**src/source/state_lsu_pkg.sv**
```systemverilog
package state_lsu_pkg;

    localparam int COUNT_WIDTH = 10;

    typedef logic [31:0] word_t;
    typedef logic [COUNT_WIDTH-1:0] count_t;
    typedef logic [7:0] mc_ins_t;
    typedef logic [4:0] pc_t;

    // Upper nibble of a microinstruction
    typedef enum logic [3:0] {
        OP_FINISH    = 4'b0000,
        OP_MUL       = 4'b0010,
        OP_ROUTE     = 4'b0100,
        OP_LOAD      = 4'b0101,
        OP_DMA_RADDR = 4'b1000,
        OP_DMA_RSIZE = 4'b1001,
        OP_DMA_WADDR = 4'b1100,
        OP_DMA_WSIZE = 4'b1101
    } opcode_e;

    typedef enum logic [3:0] {
        ROUTE_A    = 4'b0000,
        ROUTE_B    = 4'b0001,
        ROUTE_CNT  = 4'b1000,
        ROUTE_NONE = 4'b1111
    } route_e;

    typedef enum logic [3:0] {
        SIZE_1   = 4'b0000,
        SIZE_CNT = 4'b0001
    } size_e;

    typedef enum logic [3:0] {
        IDLE, FETCH, DECODE, DMA_ADDR, DMA_SIZE, DMA_WAIT
    } mc_state_e;

    // Procedure entry points in the microcode ROM
    localparam pc_t SAVE_ENTRY = 5'd0;
    localparam pc_t LOAD_ENTRY = 5'd14;

endpackage

```
**src/source/dma_cmd_if.sv**
```systemverilog
`timescale 1ns/1ps

interface dma_cmd_if;
    import state_lsu_pkg::*;

    logic   cmd_valid;
    logic   cmd_ready;
    logic   cmd_write;
    logic   cmd_addr;
    count_t cmd_count;
    logic   idle;

    modport seq (
        output cmd_valid, cmd_write, cmd_addr, cmd_count,
        input  cmd_ready, idle
    );

    modport engine (
        input  cmd_valid, cmd_write, cmd_addr, cmd_count,
        output cmd_ready, idle
    );

endinterface

```
**src/source/channel_router.sv**
```systemverilog
`timescale 1ns/1ps

module channel_router (
    input  state_lsu_pkg::route_e route,
    input  state_lsu_pkg::word_t  cnt_word,
    input  logic                  eng_wr_ready,
    input  logic                  eng_rd_valid,
    input  state_lsu_pkg::word_t  eng_rd_data,
    input  logic                  save_a_valid,
    input  state_lsu_pkg::word_t  save_a_data,
    input  logic                  save_b_valid,
    input  state_lsu_pkg::word_t  save_b_data,
    input  logic                  load_a_ready,
    input  logic                  load_b_ready,
    output logic                  eng_wr_valid,
    output state_lsu_pkg::word_t  eng_wr_data,
    output logic                  eng_rd_ready,
    output logic                  save_a_ready,
    output logic                  save_b_ready,
    output logic                  load_a_valid,
    output state_lsu_pkg::word_t  load_a_data,
    output logic                  load_b_valid,
    output state_lsu_pkg::word_t  load_b_data,
    output logic                  cnt_load_valid,
    output state_lsu_pkg::word_t  cnt_load_data
);
    import state_lsu_pkg::*;

    logic sel_a;
    logic sel_b;
    logic sel_cnt;

    assign sel_a   = route == ROUTE_A;
    assign sel_b   = route == ROUTE_B;
    assign sel_cnt = route == ROUTE_CNT;

    // Write side: count word or one queue into the engine
    assign eng_wr_valid = sel_cnt || (sel_a && save_a_valid) || (sel_b && save_b_valid);
    assign eng_wr_data  = sel_a ? save_a_data : (sel_b ? save_b_data : cnt_word);
    assign save_a_ready = sel_a && eng_wr_ready;
    assign save_b_ready = sel_b && eng_wr_ready;

    // Read side: engine output to the count path or one restore stream
    assign load_a_valid   = sel_a && eng_rd_valid;
    assign load_b_valid   = sel_b && eng_rd_valid;
    assign cnt_load_valid = sel_cnt && eng_rd_valid;
    assign load_a_data    = eng_rd_data;
    assign load_b_data    = eng_rd_data;
    assign cnt_load_data  = eng_rd_data;

    // Count path never stalls
    assign eng_rd_ready = sel_cnt || (sel_a && load_a_ready) || (sel_b && load_b_ready);

endmodule

```
**src/source/wb_dma_engine.sv**
```systemverilog
`timescale 1ns/1ps

module wb_dma_engine #(
    parameter int ADDR_WIDTH = 16
) (
    input  logic                  clk,
    input  logic                  rst,
    input  logic                  wr_valid,
    input  state_lsu_pkg::word_t  wr_data,
    output logic                  wr_ready,
    output logic                  rd_valid,
    output state_lsu_pkg::word_t  rd_data,
    input  logic                  rd_ready,
    output logic                  wb_cyc,
    output logic                  wb_stb,
    output logic                  wb_we,
    output logic [ADDR_WIDTH-1:0] wb_adr,
    output state_lsu_pkg::word_t  wb_dat_w,
    input  state_lsu_pkg::word_t  wb_dat_r,
    input  logic                  wb_ack,
    dma_cmd_if.engine             dma
);
    import state_lsu_pkg::*;

    typedef enum logic [2:0] {
        E_IDLE, E_WR_TAKE, E_WR_BUS, E_RD_BUS, E_RD_HOLD
    } eng_state_e;

    eng_state_e            state;
    logic [ADDR_WIDTH-1:0] adr_q;
    count_t                rem_q;
    word_t                 buf_q;

    always_ff @(posedge clk) begin
        if (rst) begin
            state <= E_IDLE;
            adr_q <= '0;
            rem_q <= '0;
        end else begin
            case (state)
                E_IDLE: begin
                    if (dma.cmd_valid && dma.cmd_addr) begin
                        adr_q <= '0;
                    end else if (dma.cmd_valid && dma.cmd_count != '0) begin
                        rem_q <= dma.cmd_count;
                        state <= dma.cmd_write ? E_WR_TAKE : E_RD_BUS;
                    end
                end
                E_WR_TAKE: begin
                    if (wr_valid)
                        state <= E_WR_BUS;
                end
                E_WR_BUS: begin
                    if (wb_ack) begin
                        adr_q <= adr_q + 1'b1;
                        rem_q <= rem_q - 1'b1;
                        state <= (rem_q == count_t'(1)) ? E_IDLE : E_WR_TAKE;
                    end
                end
                E_RD_BUS: begin
                    if (wb_ack) begin
                        adr_q <= adr_q + 1'b1;
                        rem_q <= rem_q - 1'b1;
                        state <= E_RD_HOLD;
                    end
                end
                E_RD_HOLD: begin
                    // Next bus cycle only after the word is taken
                    if (rd_ready)
                        state <= (rem_q == '0) ? E_IDLE : E_RD_BUS;
                end
                default: begin
                    state <= E_IDLE;
                end
            endcase
        end
    end

    always_ff @(posedge clk) begin
        if (state == E_WR_TAKE && wr_valid)
            buf_q <= wr_data;
        else if (state == E_RD_BUS && wb_ack)
            buf_q <= wb_dat_r;
    end

    assign dma.cmd_ready = state == E_IDLE;
    assign dma.idle      = state == E_IDLE;

    assign wr_ready = state == E_WR_TAKE;
    assign rd_valid = state == E_RD_HOLD;
    assign rd_data  = buf_q;

    assign wb_cyc   = (state == E_WR_BUS) || (state == E_RD_BUS);
    assign wb_stb   = wb_cyc;
    assign wb_we    = state == E_WR_BUS;
    assign wb_adr   = adr_q;
    assign wb_dat_w = buf_q;

    // A bus cycle always has a word left to move
    a_stb_cyc: assert property (@(posedge clk) disable iff (rst)
        wb_stb |-> (wb_cyc && rem_q != '0));

    // Classic cycle held with stable request until acknowledged
    a_stb_hold: assert property (@(posedge clk) disable iff (rst)
        (wb_stb && !wb_ack) |=>
            (wb_stb && $stable(wb_adr) && $stable(wb_we) && $stable(wb_dat_w)));

endmodule

```
**src/source/mc_sequencer.sv**
```systemverilog
`timescale 1ns/1ps

module mc_sequencer #(
    parameter int A_ITEM_WORDS = 2,
    parameter int B_ITEM_WORDS = 1
) (
    input  logic                  clk,
    input  logic                  rst,
    input  logic                  save,
    input  logic                  load,
    input  state_lsu_pkg::count_t a_count,
    input  state_lsu_pkg::count_t b_count,
    input  logic                  cnt_load_valid,
    input  state_lsu_pkg::word_t  cnt_load_data,
    output logic                  complete,
    output state_lsu_pkg::route_e route,
    output state_lsu_pkg::word_t  cnt_word,
    dma_cmd_if.seq                dma
);
    import state_lsu_pkg::*;

    localparam logic [3:0] A_SIZE = 4'(A_ITEM_WORDS);
    localparam logic [3:0] B_SIZE = 4'(B_ITEM_WORDS);

    mc_state_e state;
    mc_state_e state_next;
    pc_t       pc;
    mc_ins_t   ins;
    mc_ins_t   rom_data;
    count_t    cnt;
    route_e    route_q;
    opcode_e   op;
    logic [3:0] arg;

    assign op  = opcode_e'(ins[7:4]);
    assign arg = ins[3:0];

    // Save occupies 0..13, load starts at LOAD_ENTRY
    always_comb begin
        case (pc)
            5'd0:    rom_data = {OP_DMA_WADDR, 4'h0};
            5'd1:    rom_data = {OP_LOAD,      ROUTE_A};
            5'd2:    rom_data = {OP_ROUTE,     ROUTE_CNT};
            5'd3:    rom_data = {OP_DMA_WSIZE, SIZE_1};
            5'd4:    rom_data = {OP_MUL,       A_SIZE};
            5'd5:    rom_data = {OP_ROUTE,     ROUTE_A};
            5'd6:    rom_data = {OP_DMA_WSIZE, SIZE_CNT};
            5'd7:    rom_data = {OP_LOAD,      ROUTE_B};
            5'd8:    rom_data = {OP_ROUTE,     ROUTE_CNT};
            5'd9:    rom_data = {OP_DMA_WSIZE, SIZE_1};
            5'd10:   rom_data = {OP_MUL,       B_SIZE};
            5'd11:   rom_data = {OP_ROUTE,     ROUTE_B};
            5'd12:   rom_data = {OP_DMA_WSIZE, SIZE_CNT};
            5'd13:   rom_data = {OP_FINISH,    4'h0};
            5'd14:   rom_data = {OP_DMA_RADDR, 4'h0};
            5'd15:   rom_data = {OP_ROUTE,     ROUTE_CNT};
            5'd16:   rom_data = {OP_DMA_RSIZE, SIZE_1};
            5'd17:   rom_data = {OP_MUL,       A_SIZE};
            5'd18:   rom_data = {OP_ROUTE,     ROUTE_A};
            5'd19:   rom_data = {OP_DMA_RSIZE, SIZE_CNT};
            5'd20:   rom_data = {OP_ROUTE,     ROUTE_CNT};
            5'd21:   rom_data = {OP_DMA_RSIZE, SIZE_1};
            5'd22:   rom_data = {OP_MUL,       B_SIZE};
            5'd23:   rom_data = {OP_ROUTE,     ROUTE_B};
            5'd24:   rom_data = {OP_DMA_RSIZE, SIZE_CNT};
            default: rom_data = {OP_FINISH,    4'h0};
        endcase
    end

    always_comb begin
        state_next = state;
        case (state)
            IDLE: begin
                if (save || load)
                    state_next = FETCH;
            end
            FETCH: begin
                state_next = DECODE;
            end
            DECODE: begin
                case (op)
                    OP_MUL, OP_ROUTE, OP_LOAD:
                        state_next = FETCH;
                    OP_DMA_RADDR, OP_DMA_WADDR:
                        state_next = DMA_ADDR;
                    OP_DMA_RSIZE, OP_DMA_WSIZE:
                        state_next = DMA_SIZE;
                    default:
                        state_next = IDLE;
                endcase
            end
            DMA_ADDR: begin
                if (dma.cmd_ready)
                    state_next = FETCH;
            end
            DMA_SIZE: begin
                if (dma.cmd_ready)
                    state_next = DMA_WAIT;
            end
            DMA_WAIT: begin
                if (dma.idle)
                    state_next = FETCH;
            end
            default: begin
                state_next = IDLE;
            end
        endcase
    end

    always_ff @(posedge clk) begin
        if (rst) begin
            state   <= IDLE;
            pc      <= SAVE_ENTRY;
            route_q <= ROUTE_NONE;
        end else begin
            state <= state_next;
            if (state == IDLE)
                pc <= load ? LOAD_ENTRY : SAVE_ENTRY;
            else if (state == FETCH)
                pc <= pc + pc_t'(1);
            if (state == DECODE && op == OP_ROUTE)
                route_q <= route_e'(arg);
        end
    end

    always_ff @(posedge clk) begin
        if (state == FETCH)
            ins <= rom_data;
    end

    // Count comes from the queue inputs on save, from memory on load
    always_ff @(posedge clk) begin
        if (state == DECODE && op == OP_MUL) begin
            cnt <= count_t'(cnt * arg);
        end else if (state == DECODE && op == OP_LOAD) begin
            case (route_e'(arg))
                ROUTE_A: cnt <= a_count;
                ROUTE_B: cnt <= b_count;
                default: cnt <= cnt;
            endcase
        end else if (cnt_load_valid) begin
            cnt <= cnt_load_data[COUNT_WIDTH-1:0];
        end
    end

    assign dma.cmd_valid = (state == DMA_ADDR) || (state == DMA_SIZE);
    assign dma.cmd_addr  = state == DMA_ADDR;
    assign dma.cmd_write = (op == OP_DMA_WADDR) || (op == OP_DMA_WSIZE);
    assign dma.cmd_count = (size_e'(arg) == SIZE_CNT) ? cnt : count_t'(1);

    assign route    = (state == DMA_WAIT) ? route_q : ROUTE_NONE;
    assign cnt_word = word_t'(cnt);
    assign complete = (state == DECODE) && (op == OP_FINISH);

    // Between procedures the engine has drained and no command is pending
    a_idle_quiet: assert property (@(posedge clk) disable iff (rst)
        (state == IDLE) |-> (!dma.cmd_valid && dma.idle));

endmodule

```
**src/source/state_lsu_top.sv**
```systemverilog
`timescale 1ns/1ps

module state_lsu_top #(
    parameter int A_ITEM_WORDS = 2,
    parameter int B_ITEM_WORDS = 1,
    parameter int ADDR_WIDTH   = 16
) (
    input  logic                   clk,
    input  logic                   rst,

    input  logic                   save,
    input  logic                   load,
    output logic                   complete,

    input  logic                   save_a_valid,
    input  state_lsu_pkg::word_t   save_a_data,
    output logic                   save_a_ready,
    input  logic                   save_b_valid,
    input  state_lsu_pkg::word_t   save_b_data,
    output logic                   save_b_ready,

    input  state_lsu_pkg::count_t  a_count,
    input  state_lsu_pkg::count_t  b_count,

    output logic                   load_a_valid,
    output state_lsu_pkg::word_t   load_a_data,
    input  logic                   load_a_ready,
    output logic                   load_b_valid,
    output state_lsu_pkg::word_t   load_b_data,
    input  logic                   load_b_ready,

    output logic                   wb_cyc,
    output logic                   wb_stb,
    output logic                   wb_we,
    output logic [ADDR_WIDTH-1:0]  wb_adr,
    output state_lsu_pkg::word_t   wb_dat_w,
    input  state_lsu_pkg::word_t   wb_dat_r,
    input  logic                   wb_ack
);
    import state_lsu_pkg::*;

    route_e route;
    word_t  cnt_word;
    logic   cnt_load_valid;
    word_t  cnt_load_data;

    logic   eng_wr_valid;
    logic   eng_wr_ready;
    word_t  eng_wr_data;
    logic   eng_rd_valid;
    logic   eng_rd_ready;
    word_t  eng_rd_data;

    dma_cmd_if dma ();

    mc_sequencer #(
        .A_ITEM_WORDS   (A_ITEM_WORDS),
        .B_ITEM_WORDS   (B_ITEM_WORDS)
    ) u_seq (
        .clk            (clk),
        .rst            (rst),
        .save           (save),
        .load           (load),
        .a_count        (a_count),
        .b_count        (b_count),
        .cnt_load_valid (cnt_load_valid),
        .cnt_load_data  (cnt_load_data),
        .complete       (complete),
        .route          (route),
        .cnt_word       (cnt_word),
        .dma            (dma.seq)
    );

    wb_dma_engine #(
        .ADDR_WIDTH     (ADDR_WIDTH)
    ) u_engine (
        .clk            (clk),
        .rst            (rst),
        .wr_valid       (eng_wr_valid),
        .wr_data        (eng_wr_data),
        .wr_ready       (eng_wr_ready),
        .rd_valid       (eng_rd_valid),
        .rd_data        (eng_rd_data),
        .rd_ready       (eng_rd_ready),
        .wb_cyc         (wb_cyc),
        .wb_stb         (wb_stb),
        .wb_we          (wb_we),
        .wb_adr         (wb_adr),
        .wb_dat_w       (wb_dat_w),
        .wb_dat_r       (wb_dat_r),
        .wb_ack         (wb_ack),
        .dma            (dma.engine)
    );

    channel_router u_router (
        .route          (route),
        .cnt_word       (cnt_word),
        .eng_wr_ready   (eng_wr_ready),
        .eng_rd_valid   (eng_rd_valid),
        .eng_rd_data    (eng_rd_data),
        .save_a_valid   (save_a_valid),
        .save_a_data    (save_a_data),
        .save_b_valid   (save_b_valid),
        .save_b_data    (save_b_data),
        .load_a_ready   (load_a_ready),
        .load_b_ready   (load_b_ready),
        .eng_wr_valid   (eng_wr_valid),
        .eng_wr_data    (eng_wr_data),
        .eng_rd_ready   (eng_rd_ready),
        .save_a_ready   (save_a_ready),
        .save_b_ready   (save_b_ready),
        .load_a_valid   (load_a_valid),
        .load_a_data    (load_a_data),
        .load_b_valid   (load_b_valid),
        .load_b_data    (load_b_data),
        .cnt_load_valid (cnt_load_valid),
        .cnt_load_data  (cnt_load_data)
    );

endmodule

```
**config.mk**
```make
export PLATFORM = sky130hd
export DESIGN_NAME = state_lsu_top
export DESIGN_NICKNAME = d
export VERILOG_FILES = /design/src/source/state_lsu_pkg.sv /design/src/source/dma_cmd_if.sv /design/src/source/channel_router.sv /design/src/source/wb_dma_engine.sv /design/src/source/mc_sequencer.sv /design/src/source/state_lsu_top.sv
export SDC_FILE = /design/constraint.sdc
export NUM_CORES = 1
export LEC_CHECK = 0
export BUFFER_PORTS_ARGS = -buffer_cell sky130_fd_sc_hd__buf_2
export CORE_MARGIN = 1.5
export CORE_UTILIZATION = 43
export CTS_CLUSTER_SIZE = 30
export DETAILED_ROUTE_END_ITERATION = 6
export GPL_ROUTABILITY_DRIVEN = 1
export GPL_TIMING_DRIVEN = 1
export PLACE_DENSITY = 0.71
export SLEW_MARGIN = 15
export SYNTH_ARGS = -nofsm -noshare
export SYNTH_HDL_FRONTEND = slang
export SYNTH_SLANG_ARGS = --single-unit
export TNS_END_PERCENT = 5
```
**constraint.sdc**
```tcl
create_clock -name clk -period 9.25 [get_ports clk]
set_input_delay 0.925 -clock clk [delete_from_list [all_inputs] [get_ports clk]]
set_output_delay 0.925 -clock clk [all_outputs]
set_load 0.05 [all_outputs]
```
# --- After elaboration in Yosys (flattened, before gate mapping) ---
# Memories as Yosys holds them, arrays and structs flattened. A register that Yosys moved wholly into a read port is not among the register bits.
# Cells that the tools add are included.
op_classes:
  muxes: 35
  n_eq_ne: 32
  add_sub_neg: 3
  multipliers: 1
  reduce_logical: 46
ops:
  columns: ["operator", "n"]
  rows:
  - ["32-bit two-way mux", 4]
  - ["10-bit two-way mux", 7]
  - ["10-bit one-hot mux with 2 select lines", 2]
  - ["16-bit two-way mux", 2]
  - ["16-bit one-hot mux with 2 select lines", 1]
  - ["4-bit == test, second input constant", 5]
  - ["4-bit two-way mux", 5]
  - ["4-bit one-hot mux with 5 select lines", 1]
  - ["3-bit two-way mux", 6]
  - ["1-bit logical AND", 17]
  - ["16-bit by 1-bit adder with 16-bit output, second input constant", 1]
  - ["4-bit by 3-bit == test with 1-bit output, second input constant", 4]
  - ["4-bit logical NOT", 4]
  - ["3-bit one-hot mux with 5 select lines", 1]
  - ["4-bit by 1-bit == test with 1-bit output, second input constant", 3]
  - ["4-bit by 2-bit == test with 1-bit output, second input constant", 3]
  - ["2-bit by 1-bit inequality test with 1-bit output, second input constant", 6]
  - ["10-bit by 1-bit == test with 1-bit output, second input constant", 1]
  - ["10-bit logical NOT", 1]
  - ["10-bit by 4-bit multiplier with 10-bit output", 1]
  - ["5-bit two-way mux", 2]
  - ["2-bit inequality test, second input constant", 5]
  - ["10-bit nonzero test", 1]
  - ["10-bit by 1-bit subtractor with 10-bit output, second input constant", 1]
  - ["18 further kinds", 33]
totals:
  register_bits: 92
  wordCells: 127
  memories: 1
  in_bits: 125
  mem_bits_ro: 224
  output_inout_bits: 120
memory_table:
  columns: ["name", "depth", "word_bits", "read_ports", "rd_clocked_by_memory_dff", "wr", "line", "rtl"]
  rows:
  - ["(name not given)", 32, 7, 1, 1, 0, "mc_sequencer.sv:40", "case (pc)"]

# --- Longest topological paths before layout ---
# Gate-level depths: netlist (run 1).
logic_depth:
  word_depth: 8
  mapped_depth: 13
  ltp_nobuf: 12

# --- Modules after synthesis ---
# Synthesis (run 1) repeated with hierarchy kept, for this count alone.
hier_totals:
  hier_cells: 848
  area_unflattened_um2: 7941.4
modules_own_cells:
  columns: ["module", "cells_per_inst", "area_per_inst_um2", "seq_area_each_um2", "instances"]
  rows:
  - ["wb_dma_engine", 325, 3384.5, 1541.5, 1]
  - ["mc_sequencer", 343, 2921.6, 750.7, 1]
  - ["channel_router", 180, 1635.3, 0.0, 1]

# --- Worst setup path after synthesis (run 1) ---
# Ideal clock, no wire load.
synth_path:
  kind: "register -> output"
  from: "register u_seq.state[1]"
  to: "output port save_a_ready"
  required_ps: 8325
  arrival_time_ps: 2529
  slack_ps: 5796
  n_path_buf: 3
  stages_incl_launch_ff: 8
  cell_sequence: "dfxtp_1 buf_2 nand2b_4 nor4b_4 nand2b_1 clkbuf_1 clkbuf_1 nor3b_1"
synth_via:
  elab_chain_cells: 4
synth_lines:
  columns: ["element", "line", "rtl"]
  rows:
  - ["start, declared", "mc_sequencer.sv:25", "mc_state_e state;"]
  - ["start signal, assigned", "mc_sequencer.sv:116", "state <= state_next;"]
  - ["4-bit by 3-bit == test with 1-bit output", "mc_sequencer.sv:151", "assign route = (state == DMA_WAIT) ? route_q : ROUTE_NONE;"]
  - ["4-bit two-way mux", "mc_sequencer.sv:151", null]
  - ["4-bit logical NOT", "channel_router.sv:33", "assign sel_a = route == ROUTE_A;"]
  - ["1-bit logical AND", "channel_router.sv:40", "assign save_a_ready = sel_a && eng_wr_ready;"]
  - ["end, declared", "state_lsu_top.sv:17", "output logic save_a_ready,"]
# Every way passes these cells.

# --- Final worst setup path (run 1) ---
layout_path:
  from: "register u_seq.state[1]"
  to: "output port load_a_valid"
layout_via:
  elab_chain_cells: 4
layout_lines:
  columns: ["element", "line", "rtl"]
  rows:
  - ["4-bit by 3-bit == test with 1-bit output", "mc_sequencer.sv:151", null]
  - ["4-bit two-way mux", "mc_sequencer.sv:151", null]
  - ["4-bit logical NOT", "channel_router.sv:33", null]
  - ["1-bit logical AND", "channel_router.sv:44", "assign load_a_valid = sel_a && eng_rd_valid;"]
  - ["end, declared", "state_lsu_top.sv:25", "output logic load_a_valid,"]
# Every way passes these cells.

==> results.sh, run 1 <==
export IMPL_p_leak_nw=3.595
export IMPL_cp_num_buf_inv=1
export IMPL_start_kind="register"
export IMPL_ys_ff_latch=90
export IMPL_ant_nets=0
export IMPL_grt_overflow_total=0
export IMPL_gp_congestion=0.8384
export IMPL_die_w_um=125.9
export IMPL_die_y_um=125.9
export IMPL_crit_chain="nand2b_4 -> nor4b_4 -> nand2b_2 -> nor3_1 -> buf_2"
export IMPL_rows=44
export IMPL_finish_utilization=0.5191
export IMPL_cts_sinks=90
export IMPL_vias=5883
export IMPL_cts_hold_buf=0
export IMPL_critPathKind="reg2out"
export IMPL_antenna_found_initial=4
export IMPL_stdcell_count=1101
export IMPL_drt_total_wl_mm=18.44
export IMPL_dpl_hpwl_mm=14.05
export IMPL_hold_class="reg2reg"
export IMPL_wl_per_cell_um=16.75
export IMPL_synth_xor_area_frac=0.03913
export IMPL_dieArea_um2=15840
export IMPL_fill_cells=1443
export IMPL_grt_max_degree=66
export IMPL_ctsResizeCount=0
export IMPL_setup_viol=0
export IMPL_syn_inst=760
export IMPL_path_delay_family="simple AND/OR/NAND/NOR gates"
export IMPL_drive_above_1_share=0.3056
export IMPL_worst_pin_slew_ns=1.024
export IMPL_finalHoldWorstSlack_ns=0.4781
export IMPL_synth_compound_area_share=0.1511
export IMPL_numPortBuffers=244
export IMPL_timing_final_crit_share=0.3985
export IMPL_cts_buffers_inserted=9
export IMPL_start_util=0.4433
export IMPL_area_growth_pct=17.12
export IMPL_synth_edf_count=49
export IMPL_rsz0062_at_grt="no"
export IMPL_yosys_area_share_simple=0.2089
export IMPL_finalClockSkew_ns=0.01140
export IMPL_synthAdderAreaFrac=0.06669
export IMPL_max_freq_mhz=271.3
export IMPL_synthFlopType="edfxtp_1"
export IMPL_clock_path_buffers=2
export IMPL_period_minus_slack_ns=3.687
export IMPL_synth_cell_types=58
export IMPL_ios=245
export IMPL_use_met2=0.3953
export IMPL_cts_max_level=3
export IMPL_cp_data_arrival_time_ns=2.76
export IMPL_nNetsFinal=1064
export IMPL_slowest_stage="nand2b_2"
export IMPL_drt_iter0_markers=368
export IMPL_syn_area_um2=6491
export IMPL_syn_area_per_cell_um2=8.541
export IMPL_synth_seq_area_share=0.3531
export IMPL_grt_pass1_wl_mm=28.90
export IMPL_grt_pass1_vias=5587
export IMPL_cts_root_buf="clkbuf_16"
export IMPL_drt_drc_violations_left=22
export IMPL_finalPower_mw=1.568
export IMPL_core_um2=14640
export IMPL_clk_latency_ns=0.35
export IMPL_busiest_layer="met2"
export IMPL_syn_nets=916
export IMPL_r2r_slack_ns=6.10
export IMPL_grtUsageMet1=0.2811
export IMPL_cts_tree="done"
export IMPL_violations="DRC"
export IMPL_ir_worst_vdd_v=0.0001341
export IMPL_tns_ns=0
export IMPL_grtUsageTotal=0.2318
export IMPL_finalHoldViolCount=0
export IMPL_post_cts_buffers=0
export IMPL_maxCapViolations=0
export IMPL_power_density_nw_per_um2=206.3
export IMPL_drv_slew=0
export IMPL_synth_top_family_by_area="simple AND/OR/NAND/NOR gates"
export IMPL_worst_ep_required_time_ns=8.33
export IMPL_cp_max_fo=44
export IMPL_grtUsageMet3=0.03781
export IMPL_max_stage_delay_ns=0.59
export IMPL_placedCellCount=1081
export IMPL_async_flop_share=0
export IMPL_slew_headroom=0.3146
export IMPL_vias_per_cell=5.343
export IMPL_endpoint_kind="output port"
export IMPL_status="finished, violations left"
export IMPL_clkTransAtPathRegs_ns=0.07
export IMPL_ys_warn_count=0
export IMPL_synthMuxAreaShare=0.05744
export IMPL_drtPass1Iterations=7
-- final cells by class --
type | instances | area (um^2) | share of cell area
antenna | 4 | 10.01 | 0.001317
clock buffer | 11 | 252.7 | 0.03325
clock inverter | 5 | 43.79 | 0.005760
inverter | 31 | 116.4 | 0.01531
multi-input combinational | 528 | 3405 | 0.4478
sequential | 90 | 2293 | 0.3017
tap | 184 | 230.2 | 0.03028
timing repair buffer | 248 | 1251 | 0.1646
-- per-layer routing --
metal | share of wire | wire length, um | up-vias
li1 | - | - | 2904
met1 | 0.41 | 7488 | 2731
met2 | 0.49 | 9090 | 206
met3 | 0.058 | 1068 | 42
met4 | 0.043 | 794 | 0
met5 | 0 | 0 | -
-- worst reg2reg max path: cells and delay by family (launching register included) --
kind / cells / cell delay (ns)
compound gates: 2 / 0.31
xor+xnor: 1 / 0.14
fa+ha+maj: 3 / 1.17
buf+inv: 2 / 0.10
flops: 1 / 0.54
simple gates: 4 / 0.64
-- flip-flops by register name (all words and copies together), names as in the netlist --
name,flops
u_engine.rd_data,32
u_engine.wb_adr,16
u_engine.rem_q,10
u_seq.cnt,10
u_seq.ins,7
u_seq.pc,5
u_seq.route_q,4
u_engine.state,3
u_seq.state,3
-- kinds of logic after synthesis --
| logic type | after synthesis |
|---|---|
| AO/OA/AOI/OAI | 155 |
| XOR/XNOR | 29 |
| adder cells (fa/ha/maj) | 31 |
| buffers and inverters | 142 |
| flip-flops | 90 |
| multiplexers | 36 |
| AND/OR/NAND/NOR | 277 |
-- final timing paths --
path,from,end,depth (start not counted)
hold / removal,u_engine.rem_q[7],u_engine.rem_q[7],2
setup reg to reg,u_seq.ins[1],u_seq.cnt[9],12
setup / recovery,u_seq.state[1],load_a_valid,5
hold reg to reg,u_engine.rem_q[7],u_engine.rem_q[7],2
-- power by group --
| part | internal, mW | switching, mW | total [mW] |
|---|---|---|---|
| logic | 0.254 | 0.393 | 0.647 |
| clock network | 0.201 | 0.164 | 0.365 |
| registers | 0.475 | 0.0822 | 0.557 |
| total | 0.930 | 0.639 | 1.57 |
-- placed cells by master (no fill, tap or decap), types with 6 or more instances in the layout --
| master | n |
|---|---|
| nand2_1 | 92 |
| and2_1 | 22 |
| nor2b_1 | 10 |
| nor4_1 | 6 |
| nand4_1 | 6 |
| xnor2_1 | 16 |
| nor2_1 | 73 |
| o211ai_1 | 6 |
| edfxtp_1 | 49 |
| fa_1 | 6 |
| buf_2 | 244 |
| a21oi_1 | 46 |
| mux2i_1 | 35 |
| a311oi_1 | 8 |
| nand3_1 | 16 |
| inv_1 | 31 |
| xor2_1 | 13 |
| clkbuf_16 | 9 |
| o21ai_0 | 40 |
| ha_1 | 25 |
| o31ai_1 | 24 |
| dfxtp_1 | 40 |
| and3_1 | 8 |
| nor3_1 | 15 |
-- synthesized netlist by cell type, drive strengths merged, types with 17 or more instances --
master | count | share of area
dfxtp | 41 | 0.13
nand3 | 17 | 0.013
o21ai | 40 | 0.031
nor3 | 17 | 0.015
nand2 | 92 | 0.053
o31ai | 24 | 0.028
and2 | 22 | 0.021
inv | 31 | 0.018
clkbuf | 28 | 0.016
edfxtp | 49 | 0.23
nor2 | 73 | 0.042
buf | 83 | 0.089
ha | 25 | 0.048
a21oi | 47 | 0.037
mux2i | 35 | 0.054
-- per-stage QoR --
stage,worst slack [ns],area (um^2)
3_5_place_dp,5.947,7296
4_1_cts,5.561,7592
6_report,5.563,7602
2_1_floorplan,5.796,6491
3_3_place_gp,6.010,7296
5_1_grt,5.288,7602
No activity file was read; power rests on OpenSTA's default activity.
==> run 2: changes to the inputs <==
- PLACE_DENSITY: 0.71 -> 0.74
- clock period: 9.25 -> 3.35 ns (I/O delays scaled with it)
==> results.sh, run 2 (synthesis results as in run 1) <==
export IMPL_worst_ep_required_time_ns=3.42
export IMPL_antenna_found_initial=0
export IMPL_finalPower_mw=4.395
export IMPL_drtPass1Iterations=7
export IMPL_vias_per_cell=5.360
export IMPL_clkPwrFrac=0.239
export IMPL_r2r_slack_ns=0.21
export IMPL_cts_root_buf="clkbuf_16"
export IMPL_cts_sinks=90
export IMPL_p_sw_mw=1.775
export IMPL_start_util=0.4433
export IMPL_slowest_stage="edfxtp_1"
export IMPL_cts_hold_buf=0
export IMPL_whs_endpoint="u_engine.rd_data[23]"
export IMPL_ant_nets=0
export IMPL_ios=245
export IMPL_n_antenna_cell=0
export IMPL_cp_data_arrival_time_ns=3.21
export IMPL_grtUsageTotal=0.2296
export IMPL_grt_pass1_vias=5421
export IMPL_cts_max_level=3
export IMPL_wl_met3_um=950
export IMPL_power_density_nw_per_um2=573.6
export IMPL_maxCapViolations=0
export IMPL_hold_class="in2reg"
export IMPL_slew_headroom=0.5326
export IMPL_die_w_um=125.9
export IMPL_die_y_um=125.9
export IMPL_clkTransAtPathRegs_ns=0.07
export IMPL_gp_congestion=0.9064
export IMPL_area_growth_pct=18.04
export IMPL_grt_overflow_total=0
export IMPL_worst_pin_slew_ns=0.7011
export IMPL_grt_pass1_wl_mm=28.44
export IMPL_power_internal_mw=2.620
export IMPL_r2r_cells=12
export IMPL_met2_length_mm=9.487
export IMPL_finalHoldViolCount=0
export IMPL_rsz0062_at_grt="no"
export IMPL_drt_iter0_markers=375
export IMPL_pwr_share_seq=0.351
export IMPL_ir_worst_vdd_v=0.0003407
export IMPL_post_cts_buffers=0
export IMPL_dpl_hpwl_mm=14.27
export IMPL_clk_latency_ns=0.35
export IMPL_critPathKind="reg2reg"
export IMPL_timing_final_crit_share=0.9374
export IMPL_finalClockSkew_ns=0.01153
export IMPL_rows=44
export IMPL_core_um2=14640
export IMPL_dieArea_um2=15840
export IMPL_cts_tree="done"
export IMPL_drt_drc_violations_left=23
export IMPL_numPortBuffers=244
export IMPL_cp_max_fo=12
export IMPL_worstHoldStart="wb_dat_r[23]"
export IMPL_drt_total_wl_mm=18.43
export IMPL_drv_slew=0
export IMPL_grt_max_degree=65
export IMPL_r2r_end="u_seq.cnt[9]"
export IMPL_ctsResizeCount=0
export IMPL_tns_ns=0
export IMPL_p_leak_nw=3.637
export IMPL_cts_buffers_inserted=9
export IMPL_max_freq_mhz=318.4
export IMPL_crit_chain="and2_1 -> ha_1 -> inv_1 -> fa_1 -> inv_1 -> ha_1 -> nand3_1 -> o211ai_1 -> nor4_1 -> nor3_1 -> xnor2_1 -> o21ai_0"
export IMPL_highest_layer="met4"
export IMPL_met1_length_mm=7.574
export IMPL_pwr_share_comb=0.411
export IMPL_hold_path_depth=3
export IMPL_max_stage_delay_ns=0.53
export IMPL_largest_reg_flops=32
export IMPL_nNetsFinal=1072
export IMPL_violations="DRC"
export IMPL_wl_per_cell_um=16.68
export IMPL_clock_path_buffers=2
export IMPL_status="finished, violations left"
export IMPL_setup_viol=0
export IMPL_switching_share=0.4038
export IMPL_vias=5923
export IMPL_drive_above_1_share=0.3116
export IMPL_mostFrequentLayoutCells="244 x buf_2, 92 x nand2_1, 73 x nor2_1, 49 x edfxtp_1, 46 x a21oi_1"
export IMPL_period_minus_slack_ns=3.140
export IMPL_worstReg2RegStart="u_seq.ins[1]"
export IMPL_start_kind="register"
export IMPL_endpoint_kind="register"
export IMPL_mostFrequentLayoutCell="buf_2"
-- run 2: worst max-delay path by stage --
stage	start	endpoint	slack, ns	depth (start not counted)
after floorplan	u_seq.ins[1]	u_seq.cnt[9]	0.44	13
after global placement	u_seq.ins[1]	u_seq.cnt[9]	0.30	12
after CTS	u_seq.ins[1]	u_seq.cnt[9]	0.24	12
after global routing	u_seq.ins[1]	u_seq.cnt[9]	0.03	12
after detailed placement	u_seq.ins[1]	u_seq.cnt[9]	0.23	12
final	u_seq.ins[1]	u_seq.cnt[9]	0.21	12
-- run 2: critical path, delay by kind of cell, from the launching register on --
kind            cells  cell delay (ns)
buf+inv             2             0.09
flops               1             0.53
compound gates      2             0.33
xor+xnor            1             0.14
fa+ha+maj           3             1.16
simple gates        4             0.63
-- run 2: per-layer routing --
metal	track usage	vias to the layer above
met4	0.07370	0
met1	0.2768	2803
met3	0.03441	29
met5	0	-
li1	-	2899
met2	0.4198	192
-- run 2: area by class of cell --
class                   count  area (um^2)
well taps                 184        230.2
multi-input cells         528         3405
flip-flops and latches     90         2293
clock buffers              12        277.8
repair buffers            256         1311
clock inverters             4        28.78
fillers                  1391         6982
inverters                  31        116.4
-- run 2: power by group through the flow --
stage	logic [mW]	clock network [mW]	registers (mW)
floorplan	1.48	0	1.47
global placement	1.77	0	1.55
detailed placement	1.80	0	1.56
CTS	1.81	1.06	1.54
global route	2.02	1.10	1.57
finish	1.80	1.05	1.54
-- run 2: metrics by stage --
stage | util | hold slack (ns) | cell area, um^2 | instances | setup slack, ns
2_1_floorplan | - | 0.4476 | 6491 | 760 | 0.4391
3_3_place_gp | 0.5023 | 0.4621 | 7356 | 1089 | 0.3004
3_5_place_dp | 0.5023 | 0.4627 | 7356 | 1089 | 0.2350
4_1_cts | 0.5232 | 0.2518 | 7662 | 1105 | 0.2423
5_1_grt | 0.5232 | 0.2678 | 7662 | 1105 | 0.03466
6_report | 0.5232 | 0.2533 | 7662 | 1105 | 0.2096
